<file path="src/exec_pkg.sv">
/* widths, opcodes and payload structs shared by the execution back end
   every unit imports this package with a wildcard import */
package exec_pkg;

    parameter int XLEN            = 32;
    parameter int REG_ADDR_WIDTH  = 5;
    parameter int COMMIT_ID_WIDTH = 2;

    typedef logic [REG_ADDR_WIDTH-1:0] reg_addr_t;
    typedef logic [XLEN-1:0]           xdata_t;

    typedef enum logic {
        UNIT_ALU    = 1'b0,
        UNIT_MULDIV = 1'b1
    } unit_e;

    typedef enum logic [3:0] {
        ALU_ADD  = 4'd0,
        ALU_SUB  = 4'd1,
        ALU_AND  = 4'd2,
        ALU_OR   = 4'd3,
        ALU_XOR  = 4'd4,
        ALU_SLL  = 4'd5,
        ALU_SRL  = 4'd6,
        ALU_SRA  = 4'd7,
        ALU_SLT  = 4'd8,
        ALU_SLTU = 4'd9
    } alu_op_e;

    // same order as the M extension funct3
    typedef enum logic [2:0] {
        MD_MUL    = 3'd0,
        MD_MULH   = 3'd1,
        MD_MULHSU = 3'd2,
        MD_MULHU  = 3'd3,
        MD_DIV    = 3'd4,
        MD_DIVU   = 3'd5,
        MD_REM    = 3'd6,
        MD_REMU   = 3'd7
    } muldiv_op_e;

    typedef struct packed {
        unit_e       unit;
        logic [3:0]  op;       // alu_op_e or muldiv_op_e in the low bits
        reg_addr_t   rd;
        reg_addr_t   rs1;
        reg_addr_t   rs2;
        logic        use_imm;
        logic [11:0] imm;      // sign-extended at dispatch
    } issue_req_t;

    typedef struct packed {
        reg_addr_t                  rd;
        xdata_t                     data;
        logic [COMMIT_ID_WIDTH-1:0] id;
    } wb_req_t;

    typedef struct packed {
        reg_addr_t                  rd;
        xdata_t                     data;
        logic [COMMIT_ID_WIDTH-1:0] id;
    } commit_t;

endpackage

</file>
<file path="src/gpr.sv">
/* general register file with two combinational read ports and one write port
   x0 has no storage and always reads as zero */
`timescale 1ns/1ps

module gpr import exec_pkg::*; (
    input  logic      clk,
    input  logic      arst_n_i,
    input  logic      we_i,
    input  reg_addr_t waddr_i,
    input  xdata_t    wdata_i,
    input  reg_addr_t raddr1_i,
    input  reg_addr_t raddr2_i,
    output xdata_t    rdata1_o,
    output xdata_t    rdata2_o
);

    xdata_t regs_q [1:31];

    always_ff @(posedge clk or negedge arst_n_i) begin
        if (!arst_n_i) begin
            for (int i = 1; i < 32; i++) begin
                regs_q[i] <= '0;
            end
        end else if (we_i && (waddr_i != '0)) begin
            regs_q[waddr_i] <= wdata_i;   // writes to x0 dropped
        end
    end

    // no bypass: old value visible during the write cycle
    assign rdata1_o = (raddr1_i == '0) ? '0 : regs_q[raddr1_i];
    assign rdata2_o = (raddr2_i == '0) ? '0 : regs_q[raddr2_i];

endmodule

</file>
<file path="src/dispatch.sv">
/* operand read, scoreboard hazard check and steering of issued operations
   tags each accepted operation with a rolling commit id */
`timescale 1ns/1ps

module dispatch import exec_pkg::*; #(
    parameter int COMMIT_ID_WIDTH = exec_pkg::COMMIT_ID_WIDTH
) (
    input  logic                       clk,
    input  logic                       arst_n_i,
    input  logic                       issue_valid_i,
    input  issue_req_t                 issue_i,
    output logic                       issue_ready_o,
    output reg_addr_t                  rs1_addr_o,
    output reg_addr_t                  rs2_addr_o,
    input  xdata_t                     rs1_rdata_i,
    input  xdata_t                     rs2_rdata_i,
    input  logic                       alu_ready_i,
    input  logic                       muldiv_ready_i,
    output logic                       alu_req_valid_o,
    output logic                       muldiv_req_valid_o,
    output xdata_t                     op1_o,
    output xdata_t                     op2_o,
    output logic [3:0]                 op_o,
    output reg_addr_t                  rd_o,
    output logic [COMMIT_ID_WIDTH-1:0] id_o,
    input  logic                       commit_valid_i,
    input  reg_addr_t                  commit_rd_i
);

    logic [31:0]                pending_q;
    logic [31:0]                pending_d;
    logic [COMMIT_ID_WIDTH-1:0] id_q;
    logic                       hazard;
    logic                       unit_ready;
    logic                       accept;

    assign rs1_addr_o = issue_i.rs1;
    assign rs2_addr_o = issue_i.rs2;

    // rs2 only counts when it is really read
    assign hazard = pending_q[issue_i.rs1]
                  | (pending_q[issue_i.rs2] & ~issue_i.use_imm)
                  | pending_q[issue_i.rd];

    assign unit_ready    = (issue_i.unit == UNIT_ALU) ? alu_ready_i : muldiv_ready_i;
    assign issue_ready_o = ~hazard & unit_ready;
    assign accept        = issue_valid_i & issue_ready_o;

    assign alu_req_valid_o    = accept & (issue_i.unit == UNIT_ALU);
    assign muldiv_req_valid_o = accept & (issue_i.unit == UNIT_MULDIV);

    assign op1_o = rs1_rdata_i;
    assign op2_o = issue_i.use_imm ? {{(XLEN-12){issue_i.imm[11]}}, issue_i.imm}
                                   : rs2_rdata_i;
    assign op_o  = issue_i.op;
    assign rd_o  = issue_i.rd;
    assign id_o  = id_q;

    always_comb begin
        pending_d = pending_q;
        if (commit_valid_i) begin
            pending_d[commit_rd_i] = 1'b0;
        end
        if (accept) begin
            pending_d[issue_i.rd] = 1'b1;
        end
        pending_d[0] = 1'b0;   // x0 never waits
    end

    always_ff @(posedge clk or negedge arst_n_i) begin
        if (!arst_n_i) begin
            pending_q <= '0;
            id_q      <= '0;
        end else begin
            pending_q <= pending_d;
            if (accept) begin
                id_q <= id_q + 1'b1;
            end
        end
    end

    // one unit per accepted operation
    assert property (@(posedge clk) disable iff (!arst_n_i)
        !(alu_req_valid_o && muldiv_req_valid_o));

    // write-back only retires registers this scoreboard handed out
    assert property (@(posedge clk) disable iff (!arst_n_i)
        (commit_valid_i && (commit_rd_i != '0)) |-> pending_q[commit_rd_i]);

endmodule

</file>
<file path="src/alu.sv">
/* single-cycle integer ALU feeding a one-entry result slot
   the slot holds its result until write-back grants it */
`timescale 1ns/1ps

module alu import exec_pkg::*; (
    input  logic                       clk,
    input  logic                       arst_n_i,
    input  logic                       req_valid_i,
    input  alu_op_e                    op_i,
    input  xdata_t                     op1_i,
    input  xdata_t                     op2_i,
    input  reg_addr_t                  rd_i,
    input  logic [COMMIT_ID_WIDTH-1:0] id_i,
    output logic                       ready_o,
    output logic                       wb_valid_o,
    output wb_req_t                    wb_o,
    input  logic                       grant_i
);

    xdata_t     result;
    logic [4:0] shamt;
    logic       valid_q;
    wb_req_t    slot_q;

    assign shamt = op2_i[4:0];

    always_comb begin
        case (op_i)
            ALU_ADD:  result = op1_i + op2_i;
            ALU_SUB:  result = op1_i - op2_i;
            ALU_AND:  result = op1_i & op2_i;
            ALU_OR:   result = op1_i | op2_i;
            ALU_XOR:  result = op1_i ^ op2_i;
            ALU_SLL:  result = op1_i << shamt;
            ALU_SRL:  result = op1_i >> shamt;
            ALU_SRA:  result = $signed(op1_i) >>> shamt;
            ALU_SLT:  result = {{(XLEN-1){1'b0}}, $signed(op1_i) < $signed(op2_i)};
            ALU_SLTU: result = {{(XLEN-1){1'b0}}, op1_i < op2_i};
            default:  result = '0;
        endcase
    end

    always_ff @(posedge clk or negedge arst_n_i) begin
        if (!arst_n_i) begin
            valid_q <= 1'b0;
        end else if (req_valid_i) begin
            valid_q <= 1'b1;
        end else if (grant_i) begin
            valid_q <= 1'b0;
        end
    end

    always_ff @(posedge clk) begin
        if (req_valid_i) begin
            slot_q <= '{rd: rd_i, data: result, id: id_i};
        end
    end

    assign ready_o    = ~valid_q | grant_i;   // empty or draining now
    assign wb_valid_o = valid_q;
    assign wb_o       = slot_q;

    // a result that lost arbitration waits unchanged
    assert property (@(posedge clk) disable iff (!arst_n_i)
        (valid_q && !grant_i) |=> (valid_q && $stable(slot_q)));

endmodule

</file>
<file path="src/muldiv.sv">
/* iterative multiply/divide unit for the RV32M operations
   32 shift-add or restoring steps on magnitudes then one sign fix-up cycle */
`timescale 1ns/1ps

module muldiv import exec_pkg::*; (
    input  logic                       clk,
    input  logic                       arst_n_i,
    input  logic                       req_valid_i,
    input  muldiv_op_e                 op_i,
    input  xdata_t                     op1_i,
    input  xdata_t                     op2_i,
    input  reg_addr_t                  rd_i,
    input  logic [COMMIT_ID_WIDTH-1:0] id_i,
    input  logic                       grant_i,
    output logic                       ready_o,
    output logic                       wb_valid_o,
    output wb_req_t                    wb_o
);

    typedef enum logic [1:0] {
        ST_IDLE,
        ST_ITER,
        ST_DONE
    } state_e;

    state_e                     state_q;
    logic [5:0]                 cnt_q;
    logic [2*XLEN-1:0]          acc_q;    // hi holds product or remainder
    xdata_t                     opb_q;    // multiplicand or divisor magnitude
    muldiv_op_e                 op_q;
    logic                       neg_q;    // product or quotient sign
    logic                       rneg_q;   // remainder follows the dividend
    logic                       dz_q;
    reg_addr_t                  rd_q;
    logic [COMMIT_ID_WIDTH-1:0] id_q;
    xdata_t                     res_q;

    logic              is_div;
    logic              sign_a;
    logic              sign_b;
    xdata_t            abs_a;
    xdata_t            abs_b;
    logic [XLEN:0]     add_sum;
    logic [XLEN:0]     div_cand;
    logic [XLEN:0]     div_diff;
    logic [2*XLEN-1:0] acc_step;
    logic [2*XLEN-1:0] prod;
    xdata_t            quo;
    xdata_t            rem;
    xdata_t            result;

    assign is_div = op_i[2];
    assign sign_a = op1_i[XLEN-1] & (op_i inside {MD_MULH, MD_MULHSU, MD_DIV, MD_REM});
    assign sign_b = op2_i[XLEN-1] & (op_i inside {MD_MULH, MD_DIV, MD_REM});
    assign abs_a  = sign_a ? -op1_i : op1_i;
    assign abs_b  = sign_b ? -op2_i : op2_i;

    // one step of either algorithm
    assign add_sum  = {1'b0, acc_q[2*XLEN-1:XLEN]} + (acc_q[0] ? {1'b0, opb_q} : '0);
    assign div_cand = acc_q[2*XLEN-1:XLEN-1];
    assign div_diff = div_cand - {1'b0, opb_q};

    always_comb begin
        if (!op_q[2]) begin
            acc_step = {add_sum, acc_q[XLEN-1:1]};
        end else if (!div_diff[XLEN]) begin
            acc_step = {div_diff[XLEN-1:0], acc_q[XLEN-2:0], 1'b1};
        end else begin
            acc_step = {div_cand[XLEN-1:0], acc_q[XLEN-2:0], 1'b0};   // restore
        end
    end

    // sign fix-up
    // most negative / -1 falls out of the magnitudes on its own
    assign prod = neg_q ? -acc_q : acc_q;
    assign quo  = dz_q ? '1 : (neg_q ? -acc_q[XLEN-1:0] : acc_q[XLEN-1:0]);
    assign rem  = rneg_q ? -acc_q[2*XLEN-1:XLEN] : acc_q[2*XLEN-1:XLEN];

    always_comb begin
        case (op_q)
            MD_MUL:                       result = prod[XLEN-1:0];
            MD_MULH, MD_MULHSU, MD_MULHU: result = prod[2*XLEN-1:XLEN];
            MD_DIV, MD_DIVU:              result = quo;
            default:                      result = rem;
        endcase
    end

    always_ff @(posedge clk or negedge arst_n_i) begin
        if (!arst_n_i) begin
            state_q <= ST_IDLE;
            cnt_q   <= '0;
        end else begin
            case (state_q)
                ST_IDLE: begin
                    if (req_valid_i) begin
                        state_q <= ST_ITER;
                        cnt_q   <= '0;
                    end
                end
                ST_ITER: begin
                    cnt_q <= cnt_q + 1'b1;
                    if (cnt_q == 6'd32) begin
                        state_q <= ST_DONE;   // fix-up cycle done
                    end
                end
                ST_DONE: begin
                    if (grant_i) begin
                        state_q <= ST_IDLE;
                    end
                end
                default: state_q <= ST_IDLE;
            endcase
        end
    end

    always_ff @(posedge clk) begin
        if (req_valid_i && (state_q == ST_IDLE)) begin
            acc_q  <= {{XLEN{1'b0}}, abs_a};
            opb_q  <= abs_b;
            op_q   <= op_i;
            neg_q  <= sign_a ^ sign_b;
            rneg_q <= sign_a;
            dz_q   <= is_div & (op2_i == '0);
            rd_q   <= rd_i;
            id_q   <= id_i;
        end else if (state_q == ST_ITER) begin
            if (cnt_q == 6'd32) begin
                res_q <= result;
            end else begin
                acc_q <= acc_step;
            end
        end
    end

    assign ready_o    = (state_q == ST_IDLE);
    assign wb_valid_o = (state_q == ST_DONE);
    assign wb_o       = '{rd: rd_q, data: res_q, id: id_q};

    // dispatch must not issue into a busy unit
    assert property (@(posedge clk) disable iff (!arst_n_i)
        req_valid_i |-> (state_q == ST_IDLE));

endmodule

</file>
<file path="src/wbu.sv">
/* write-back arbiter for the two unit results
   drives the register write port and the commit report in the same cycle */
`timescale 1ns/1ps

module wbu import exec_pkg::*; (
    input  logic      alu_valid_i,
    input  wb_req_t   alu_wb_i,
    input  logic      muldiv_valid_i,
    input  wb_req_t   muldiv_wb_i,
    output logic      alu_grant_o,
    output logic      muldiv_grant_o,
    output logic      reg_we_o,
    output reg_addr_t reg_waddr_o,
    output xdata_t    reg_wdata_o,
    output logic      commit_valid_o,
    output commit_t   commit_o
);

    wb_req_t sel;

    // muldiv first since it has been busy for 33 cycles
    assign muldiv_grant_o = muldiv_valid_i;
    assign alu_grant_o    = alu_valid_i & ~muldiv_valid_i;

    assign sel = muldiv_valid_i ? muldiv_wb_i : alu_wb_i;

    assign reg_we_o    = alu_valid_i | muldiv_valid_i;
    assign reg_waddr_o = sel.rd;
    assign reg_wdata_o = sel.data;

    assign commit_valid_o = reg_we_o;   // x0 writes still reported
    assign commit_o       = '{rd: sel.rd, data: sel.data, id: sel.id};

endmodule

</file>
<file path="src/exec_top.sv">
/* execution back end: dispatch, ALU, mul/div unit, write-back and registers
   takes decoded operations on the issue port and reports each register write */
`timescale 1ns/1ps

module exec_top import exec_pkg::*; #(
    parameter int COMMIT_ID_WIDTH = exec_pkg::COMMIT_ID_WIDTH
) (
    input  logic       clk,
    input  logic       arst_n_i,
    input  logic       issue_valid_i,
    output logic       issue_ready_o,
    input  issue_req_t issue_i,
    output logic       commit_valid_o,
    output commit_t    commit_o
);

    // register file ports
    reg_addr_t rs1_addr;
    reg_addr_t rs2_addr;
    xdata_t    rs1_rdata;
    xdata_t    rs2_rdata;
    logic      reg_we;
    reg_addr_t reg_waddr;
    xdata_t    reg_wdata;

    // dispatch to units
    logic                       alu_req_valid;
    logic                       muldiv_req_valid;
    xdata_t                     disp_op1;
    xdata_t                     disp_op2;
    logic [3:0]                 disp_op;
    reg_addr_t                  disp_rd;
    logic [COMMIT_ID_WIDTH-1:0] disp_id;

    // unit results
    logic    alu_ready;
    logic    muldiv_ready;
    logic    alu_wb_valid;
    logic    muldiv_wb_valid;
    logic    alu_grant;
    logic    muldiv_grant;
    wb_req_t alu_wb;
    wb_req_t muldiv_wb;

    gpr u_gpr (
        .clk     (clk),
        .arst_n_i(arst_n_i),
        .we_i    (reg_we),
        .waddr_i (reg_waddr),
        .wdata_i (reg_wdata),
        .raddr1_i(rs1_addr),
        .raddr2_i(rs2_addr),
        .rdata1_o(rs1_rdata),
        .rdata2_o(rs2_rdata)
    );

    dispatch #(
        .COMMIT_ID_WIDTH(COMMIT_ID_WIDTH)
    ) u_dispatch (
        .clk               (clk),
        .arst_n_i          (arst_n_i),
        .issue_valid_i     (issue_valid_i),
        .issue_i           (issue_i),
        .issue_ready_o     (issue_ready_o),
        .rs1_addr_o        (rs1_addr),
        .rs2_addr_o        (rs2_addr),
        .rs1_rdata_i       (rs1_rdata),
        .rs2_rdata_i       (rs2_rdata),
        .alu_ready_i       (alu_ready),
        .muldiv_ready_i    (muldiv_ready),
        .alu_req_valid_o   (alu_req_valid),
        .muldiv_req_valid_o(muldiv_req_valid),
        .op1_o             (disp_op1),
        .op2_o             (disp_op2),
        .op_o              (disp_op),
        .rd_o              (disp_rd),
        .id_o              (disp_id),
        .commit_valid_i    (commit_valid_o),
        .commit_rd_i       (commit_o.rd)    // scoreboard clears on commit
    );

    alu u_alu (
        .clk        (clk),
        .arst_n_i   (arst_n_i),
        .req_valid_i(alu_req_valid),
        .op_i       (alu_op_e'(disp_op)),
        .op1_i      (disp_op1),
        .op2_i      (disp_op2),
        .rd_i       (disp_rd),
        .id_i       (disp_id),
        .ready_o    (alu_ready),
        .wb_valid_o (alu_wb_valid),
        .wb_o       (alu_wb),
        .grant_i    (alu_grant)
    );

    muldiv u_muldiv (
        .clk        (clk),
        .arst_n_i   (arst_n_i),
        .req_valid_i(muldiv_req_valid),
        .op_i       (muldiv_op_e'(disp_op[2:0])),
        .op1_i      (disp_op1),
        .op2_i      (disp_op2),
        .rd_i       (disp_rd),
        .id_i       (disp_id),
        .grant_i    (muldiv_grant),
        .ready_o    (muldiv_ready),
        .wb_valid_o (muldiv_wb_valid),
        .wb_o       (muldiv_wb)
    );

    wbu u_wbu (
        .alu_valid_i   (alu_wb_valid),
        .alu_wb_i      (alu_wb),
        .muldiv_valid_i(muldiv_wb_valid),
        .muldiv_wb_i   (muldiv_wb),
        .alu_grant_o   (alu_grant),
        .muldiv_grant_o(muldiv_grant),
        .reg_we_o      (reg_we),
        .reg_waddr_o   (reg_waddr),
        .reg_wdata_o   (reg_wdata),
        .commit_valid_o(commit_valid_o),
        .commit_o      (commit_o)
    );

endmodule

</file>
<file path="config.mk">
export PLATFORM = sky130hd
export DESIGN_NAME = exec_top
export DESIGN_NICKNAME = d
export VERILOG_FILES = /design/src/exec_pkg.sv /design/src/gpr.sv /design/src/dispatch.sv /design/src/alu.sv /design/src/muldiv.sv /design/src/wbu.sv /design/src/exec_top.sv
export SDC_FILE = /design/constraint.sdc
export NUM_CORES = 2
export LEC_CHECK = 0
export BUFFER_PORTS_ARGS = -buffer_cell sky130_fd_sc_hd__buf_4
export CAP_MARGIN = 15
export CELL_PAD_IN_SITES_DETAIL_PLACEMENT = 0
export CELL_PAD_IN_SITES_GLOBAL_PLACEMENT = 1
export CORE_MARGIN = 3
export CORE_UTILIZATION = 48
export CTS_BUF_LIST = sky130_fd_sc_hd__clkbuf_16
export DETAILED_ROUTE_END_ITERATION = 8
export PLACE_DENSITY = 0.88
export SYNTH_ARGS = -nofsm -noshare
export SYNTH_HDL_FRONTEND = slang
export SYNTH_HIERARCHICAL = 1
export SYNTH_SLANG_ARGS = --single-unit
</file>
<file path="constraint.sdc">
create_clock -name clk -period 4.5 [get_ports clk]
set_input_delay 0.675 -clock clk [delete_from_list [all_inputs] [get_ports clk]]
set_output_delay 0.675 -clock clk [all_outputs]
set_load 0.05 [all_outputs]
</file>
* Word-level counts from Yosys, hierarchy flattened
Index checks and enable logic that the tools add are counted.
Word-level totals: RAM bits 0, ROM bits 0, output and inout port bits 41, flip-flop bits (word level) 1214, latch bits 0, logic and storage cells 200, memories 0
Operators by class: reduce and logical (&&, ||, !) cells 24, div/mod/pow operators 0, $add $sub $neg 11, multiply operators 0, $lt $le $gt $ge 12, eq/ne operators 24, mux-type cells 47, bitwise gates (word level) 30, shift-type cells 3
Operators with widths (number):
- $bwmux W992 | 1
- $mux W32 | 19
- $bmux W32 S5 | 2
- $pmux W32 S10 | 1
- $mux W64 | 3
- $demux W32 S5 | 1
- $neg A32 Y32 | 4
- $pmux W32 S3 | 1
- $and A32 B32 Y32 | 2
- $lt A32 B32 Y1 | 2
- $neg A64 Y64 | 1
- $or A32 B32 Y32 | 2
- $mux W39 | 1
- $add A32 B32 Y33 | 1
- $sub A33 B32 Y33 | 1
- $add A32 B32 Y32 | 1
- $logic_not A32 Y1 | 1
- $not A32 Y32 | 1
- $shl A32 B5 Y32 | 1
- $shr A32 B5 Y32 | 1
- $sshr A32 B5 Y32 | 1
- $sub A32 B32 Y32 | 1
- $xor A32 B32 Y32 | 1
- $lt A5 B6 Y1 const B | 4
- 42 further kinds | 97

* Logic depth before layout (Yosys ltp)
depth in word-level cells 12, mapped depth 25, gate-level depth less buffers 17

* Cells and area by module
The synthesis kept the hierarchy.
By module, submodules not included:
- gpr | area an instance 53491.3 um^2, sequential area each 24823.8 um^2, cells each 3612, instances 1
- muldiv | area an instance 13236.4 um^2, sequential area each 4113.9 um^2, cells each 1602, instances 1
- alu | area an instance 9472.8 um^2, sequential area each 1196.1 um^2, cells each 1248, instances 1
- dispatch | area an instance 3273.1 um^2, sequential area each 825.8 um^2, cells each 371, instances 1
- wbu | area an instance 978.4 um^2, sequential area each 0.0 um^2, cells each 85, instances 1

* Least setup slack after synthesis
No wires, ideal clock.
path kind input port to flip-flop, start in issue_i[14] in the netlist's numbering, end reg u_alu.slot_q (netlist bit u_alu/wb_o[14]), data pin, path buffers 7, data required time 4.241 ns, setup slack -1.088 ns, data arrival time 5.330 ns, cell stages on the path 23, cells stage by stage buf_4 -> buf_2 -> buf_2 -> buf_2 -> mux2i_1 -> o22ai_1 -> a2111oi_0 -> a211oi_1 -> mux2_2 -> clkinv_1 -> buf_1 -> clkbuf_1 -> ha_1 -> buf_4 -> or2b_2 -> a21oi_1 -> o21a_1 -> a21o_1 -> a21o_1 -> a2111oi_4 -> a221oi_2 -> xor2_1 -> a211o_1
On the way: longest elaborated chain between the ends 8
RTL lines:
- start, declared | RTL line exec_top.sv:12 | input issue_req_t issue_i,
- $not A5 Y6 (not written as such) | RTL line gpr.sv:31 | assign rdata2_o = (raddr2_i == '0) ? '0 : regs_q[raddr2_i];
- $bmux W32 S5 | RTL line gpr.sv:31
- $mux W32 (not written as such) (2 in series) | RTL line gpr.sv:31
- $mux W32 (*) | RTL line gpr.sv:31
- named net rs2_rdata[2] | RTL line exec_top.sv:21 | xdata_t rs2_rdata;
- $mux W32 (*) | RTL line dispatch.sv:53 | assign op2_o = issue_i.use_imm ? {{(XLEN-12){issue_i.imm[11]}}, issue_i.imm}
- named net disp_op2[2] | RTL line exec_top.sv:30 | xdata_t disp_op2;
- $sub A32 B32 Y32, or another cell as far along | RTL line alu.sv:30 | ALU_SUB: result = op1_i - op2_i;
- $pmux W32 S10 (*) | RTL line alu.sv:28 | case (op_i)
- end signal, assigned | RTL line alu.sv:55 | slot_q <= '{rd: rd_i, data: result, id: id_i};
- end, declared | RTL line alu.sv:23 | wb_req_t slot_q;
Mark *: on every way through the listed nets, which the timed path passes. The rest lies on a longest branch. The select of a mux whose other input is x is not followed. A chain may end at the register's enable or synchronous reset.

* Worst setup path in the final report
start in issue_i[19] in the netlist's numbering, end reg u_alu.slot_q (netlist bit u_alu/wb_o[32]), data pin
On the way: longest elaborated chain between the ends 7
RTL lines:
- $not A5 Y6 (not written as such) | RTL line gpr.sv:30 | assign rdata1_o = (raddr1_i == '0) ? '0 : regs_q[raddr1_i];
- $bmux W32 S5 | RTL line gpr.sv:30
- $mux W32 (not written as such) (2 in series) | RTL line gpr.sv:30
- $mux W32 (*) | RTL line gpr.sv:30
- named net rs1_rdata[27] | RTL line exec_top.sv:20 | xdata_t rs1_rdata;
- $sub A32 B32 Y32, or another cell as far along | RTL line alu.sv:30
- $pmux W32 S10 (*) | RTL line alu.sv:28
Marked as above.

==> metrics.md <==
| Metric | Value |
|---|---|
| Met3 WL post-DR | 31200 um |
| Global-route wire length before repair | 438000 um |
| Psw | 22200 uW |
| Fmax | 223 MHz |
| Die X-Extent | 415 um |
| Post-synth ARST share | 0.852 |
| Worst-path maximum fanout | 13 |
| Via Count | 65600 |
| Crit path DAT | 5.00 ns |
| Vias in the first global route | 65800 |
| I/O pin total | 77 |
| Worst IR Drop VDD | 0.446 mV |
| Filler Cells Inserted | 13200 |
| Distinct cell type count after synthesis | 110 |
| Pint | 35100 uW |
| Fin cells | 9739 |
| Commonest cells in the synthesized netlist | 1080 x mux2_2, 1034 x dfrtp_1, 434 x mux4_2 |
| Max Slew Vio Count | 0 |
| Largest net degree at the start of global routing | 160 |
| Die outline height | 415 um |
| Worst slew margin | 0.225 |
| Post-synthesis instance area | 0.0805 mm2 |
| Seq/Total Area, Yosys | 0.385 |
| TritonCTS Sinks | 1214 |
| Ranking of synthesized cells by area | dfrtp_1 32%, mux2_2 15%, mux4_2 12% |
| Hpwl dp | 210000 um |
| Fin crit share | 0.997 |
| CTS tree | built |
| Nets | 7648 |
| GP Congestion | 1.02 |
| Worst hold path type | in2reg |
| CP max stage delay | 0.47 ns |
| Total CTS buffers | 138 |
| P per Cell Area | 608 mW/mm2 |
| Post-synth EDFFs | 148 |
| Die ar. | 0.173 mm2 |
| Reg clk slew, reported paths | 0.08 ns |
| Combinational fraction of design power | 0.461 |
| Share of the synthesized area in the top cell type | 0.322 |
| Top_reg_cell synth | dfrtp_1 |
| Clock power share | 0.197 |
| Final setup fails | 0 |
| Final Critical Period | 4.49 ns |
| Slew at the pin with the worst max-slew slack | 1.16 ns |
| CP endpoint kind | register |
| Final WL | 300000 um |
| Yosys top cell by area | dfrtp_1 |
| Max-cap violations | 0 |
| Final hold vios | 0 |
| Leak | 0.0422 uW |
| WL met1 | 111000 um |
| Clock Path Buffers | 3 |
| Drt via density | 6.73 |
| Total GRT Usage | 0.338 |
| WL per Instance | 30.8 um |
| First DRT Iteration DRCs | 8151 |
| Mapped Cells | 6918 |
| Initial Util | 0.485 |
| H-tree Lvls | 4 |
| CP Launch Type | input pin |
| Met2 Wirelength | 135000 um |
| Sw Share | 0.388 |
| # rows | 149 |
| Yosys warnings | 6 |
| Status | finished, final reports clean |
| Initial antenna violation count | 13 |
| CTS Root Cell | clkbuf_16 |
| Setup TNS Final | 0 ns |
| Remaining DRCs | 0 |
| Core Region | 0.166 mm2 |
| Crit-path slowest cell | and2_1 |
| Port buffer count | 76 |
| Critical path cell sequence | clkbuf_8 > buf_4 > and2_1 > buf_4 > buf_4 > buf_4 > a22oi_1 > nand3_1 > o21a_1 > inv_1 > ha_1 > inv_1 > nand4_1 > or3_4 > nor3_2 > nor4_1 > buf_4 > o221ai_1 > xor2_1 > o211ai_1 |
| Max layer used | met5 |
| Worst path top cell family by delay | simple AND/OR/NAND/NOR gates |
| Worst path most repeated cell | buf_4 |
| Clock Skew | 0.0666 ns |
| Syn avg cell area | 11.6 um2 |
| DR pass1 iterations | 6 |
| Worst endpoint required time | 5.02 ns |
| Syn_nets | 7125 |
| Synthesized flop and latch total | 1214 |
| Area grow syn2layout | 17.3% |
| Clock Latency Late Sink | 0.84 ns |
| CP bufs+invs | 8 |
| Ratio of cells with drive above 1 in the final layout | 0.405 |
| Top-count cell post-synth | mux2_2 |
| Antenna violation net count after detailed routing | 0 |
| Flop pwr share | 0.342 |
| Crit Path Class | in2reg |
| Dpl cells | 9473 |
| Gr ovfl total | 0 |
==> cell families (layout without fill, tap and decap cells) <==
| family | after synthesis | count (layout) | share of synthesized area |
|---|---|---|---|
| and+or+nand+nor | 1109 | 1109 | 0.0662 |
| xor gates and xnor gates | 211 | 211 | 0.0230 |
| adders and majority gates | 171 | 171 | 0.0270 |
| other | 0 | 5 | 0 |
| DFF | 1214 | 1214 | 0.385 |
| muxes | 1955 | 1955 | 0.330 |
| AOI/OAI and AO/OA | 1354 | 1354 | 0.114 |
| buffers and inverters | 904 | 1531 | 0.0547 |
==> path summary, 6_finish.rpt <==
path                                    startpoint  slack (ns)                end  depth (start not counted)
worst min-delay path                   issue_i[25]        0.16     u_alu/wb_o[36]                          1
min in group asynchronous                 arst_n_i        0.38   u_gpr/regs_q[42]                          2
worst max register to register   u_gpr/regs_q[516]        0.06     u_alu/wb_o[14]                         16
worst max-delay path                   issue_i[19]        0.01     u_alu/wb_o[32]                         20
max in group asynchronous                 arst_n_i        2.67  u_gpr/regs_q[464]                          3
worst min register to register  u_dispatch/id_o[1]        0.51      u_alu/wb_o[1]                          0
==> final cells by class <==
class	count	area, um2	share of cell area
antenna	5	12.5	0.000133
clock buffer	139	3480	0.0369
timing repair buffer	1084	9490	0.101
sequential	1214	31000	0.328
inverter	203	779	0.00826
clock inverter	105	996	0.0106
tap	2189	2740	0.0290
multi-input combinational	4800	45900	0.486
==> what timing repair did <==
item | in CTS | in global routing
pin swaps | 4 | 10
hold buffers | 1 | 0
endpoints found under the hold margin | 31 | 0
setup buffers | 2 | 11
gates cloned | 0 | 2
endpoints found under the setup margin | 17 | 36
resized for setup | 20 | 100
==> sequential cells by signal (all words and copies together) (netlist names), 2 cells and up <==
name / flops
u_dispatch/id_o: 2
u_muldiv/cnt_q: 6
u_muldiv/id_q: 2
u_muldiv/state_q: 2
u_alu/wb_o: 39
u_muldiv/opb_q: 32
u_gpr/regs_q: 992
u_muldiv/op_q: 3
u_muldiv/rd_q: 5
u_muldiv/acc_q: 64
u_muldiv/res_q: 32
u_dispatch/pending_q: 31
==> worst reg2reg max path: cells and delay by family, from the launching register on <==
kind | cells | cell delay (ns)
compound gates | 9 | 1.93
xor+xnor | 1 | 0.16
fa+ha+maj | 1 | 0.26
buf+inv | 1 | 0.16
flops | 1 | 0.40
mux | 3 | 1.01
simple gates | 1 | 0.27
==> layout by cell type (no fill, tap or decap), drive strengths merged, types with 30 or more instances in the layout <==
| master | n |
|---|---|
| o31a | 30 |
| nand3 | 58 |
| nor2 | 321 |
| a31oi | 31 |
| xor2 | 77 |
| a21oi | 244 |
| mux2 | 1138 |
| clkbuf | 143 |
| dfxtp | 32 |
| a211oi | 35 |
| o22ai | 35 |
| o21ai | 378 |
| nor3 | 104 |
| mux4 | 435 |
| buf | 1079 |
| a221oi | 71 |
| mux2i | 382 |
| edfxtp | 148 |
| xnor2 | 134 |
| or3 | 43 |
| ha | 167 |
| a21o | 58 |
| and3 | 45 |
| nand2 | 306 |
| o211ai | 65 |
| clkinv | 61 |
| nor2b | 69 |
| inv | 234 |
| o31ai | 37 |
| a22oi | 128 |
| dfrtp | 1034 |
==> power groups by stage <==
stage / Combinational (uW) / Clock [uW] / Sequential, uW
after global routing: 28000 / 11900 / 20000
after floorplan: 17500 / 0 / 18000
after global placement: 24900 / 0 / 19000
after detailed placement: 25400 / 0 / 19500
after CTS: 25700 / 11400 / 19300
final: 26400 / 11300 / 19600
==> per-layer routing <==
layer,track usage,vias to the layer above
li1,-,27100
met1,0.427,33100
met2,0.526,4269
met3,0.0813,1163
met4,0.208,8
met5,0,-
==> through the flow <==
step / util / setup WS (ns) / hold slack (ns) / cell area (um2) / power [uW]
6_report: 0.569 / 0.0135 / 0.164 / 94300 / 57400
3_3_place_gp: 0.538 / -1.14 / 0.477 / 89100 / 43900
5_1_grt: 0.569 / -0.0166 / 0.149 / 94300 / 59900
4_1_cts: 0.565 / 0.00455 / 0.108 / 93700 / 56500
2_1_floorplan: - / -0.369 / 0.379 / 80900 / 35400
3_5_place_dp: 0.538 / -1.15 / 0.497 / 89100 / 44900
No activity file was read; power rests on OpenSTA's default activity.
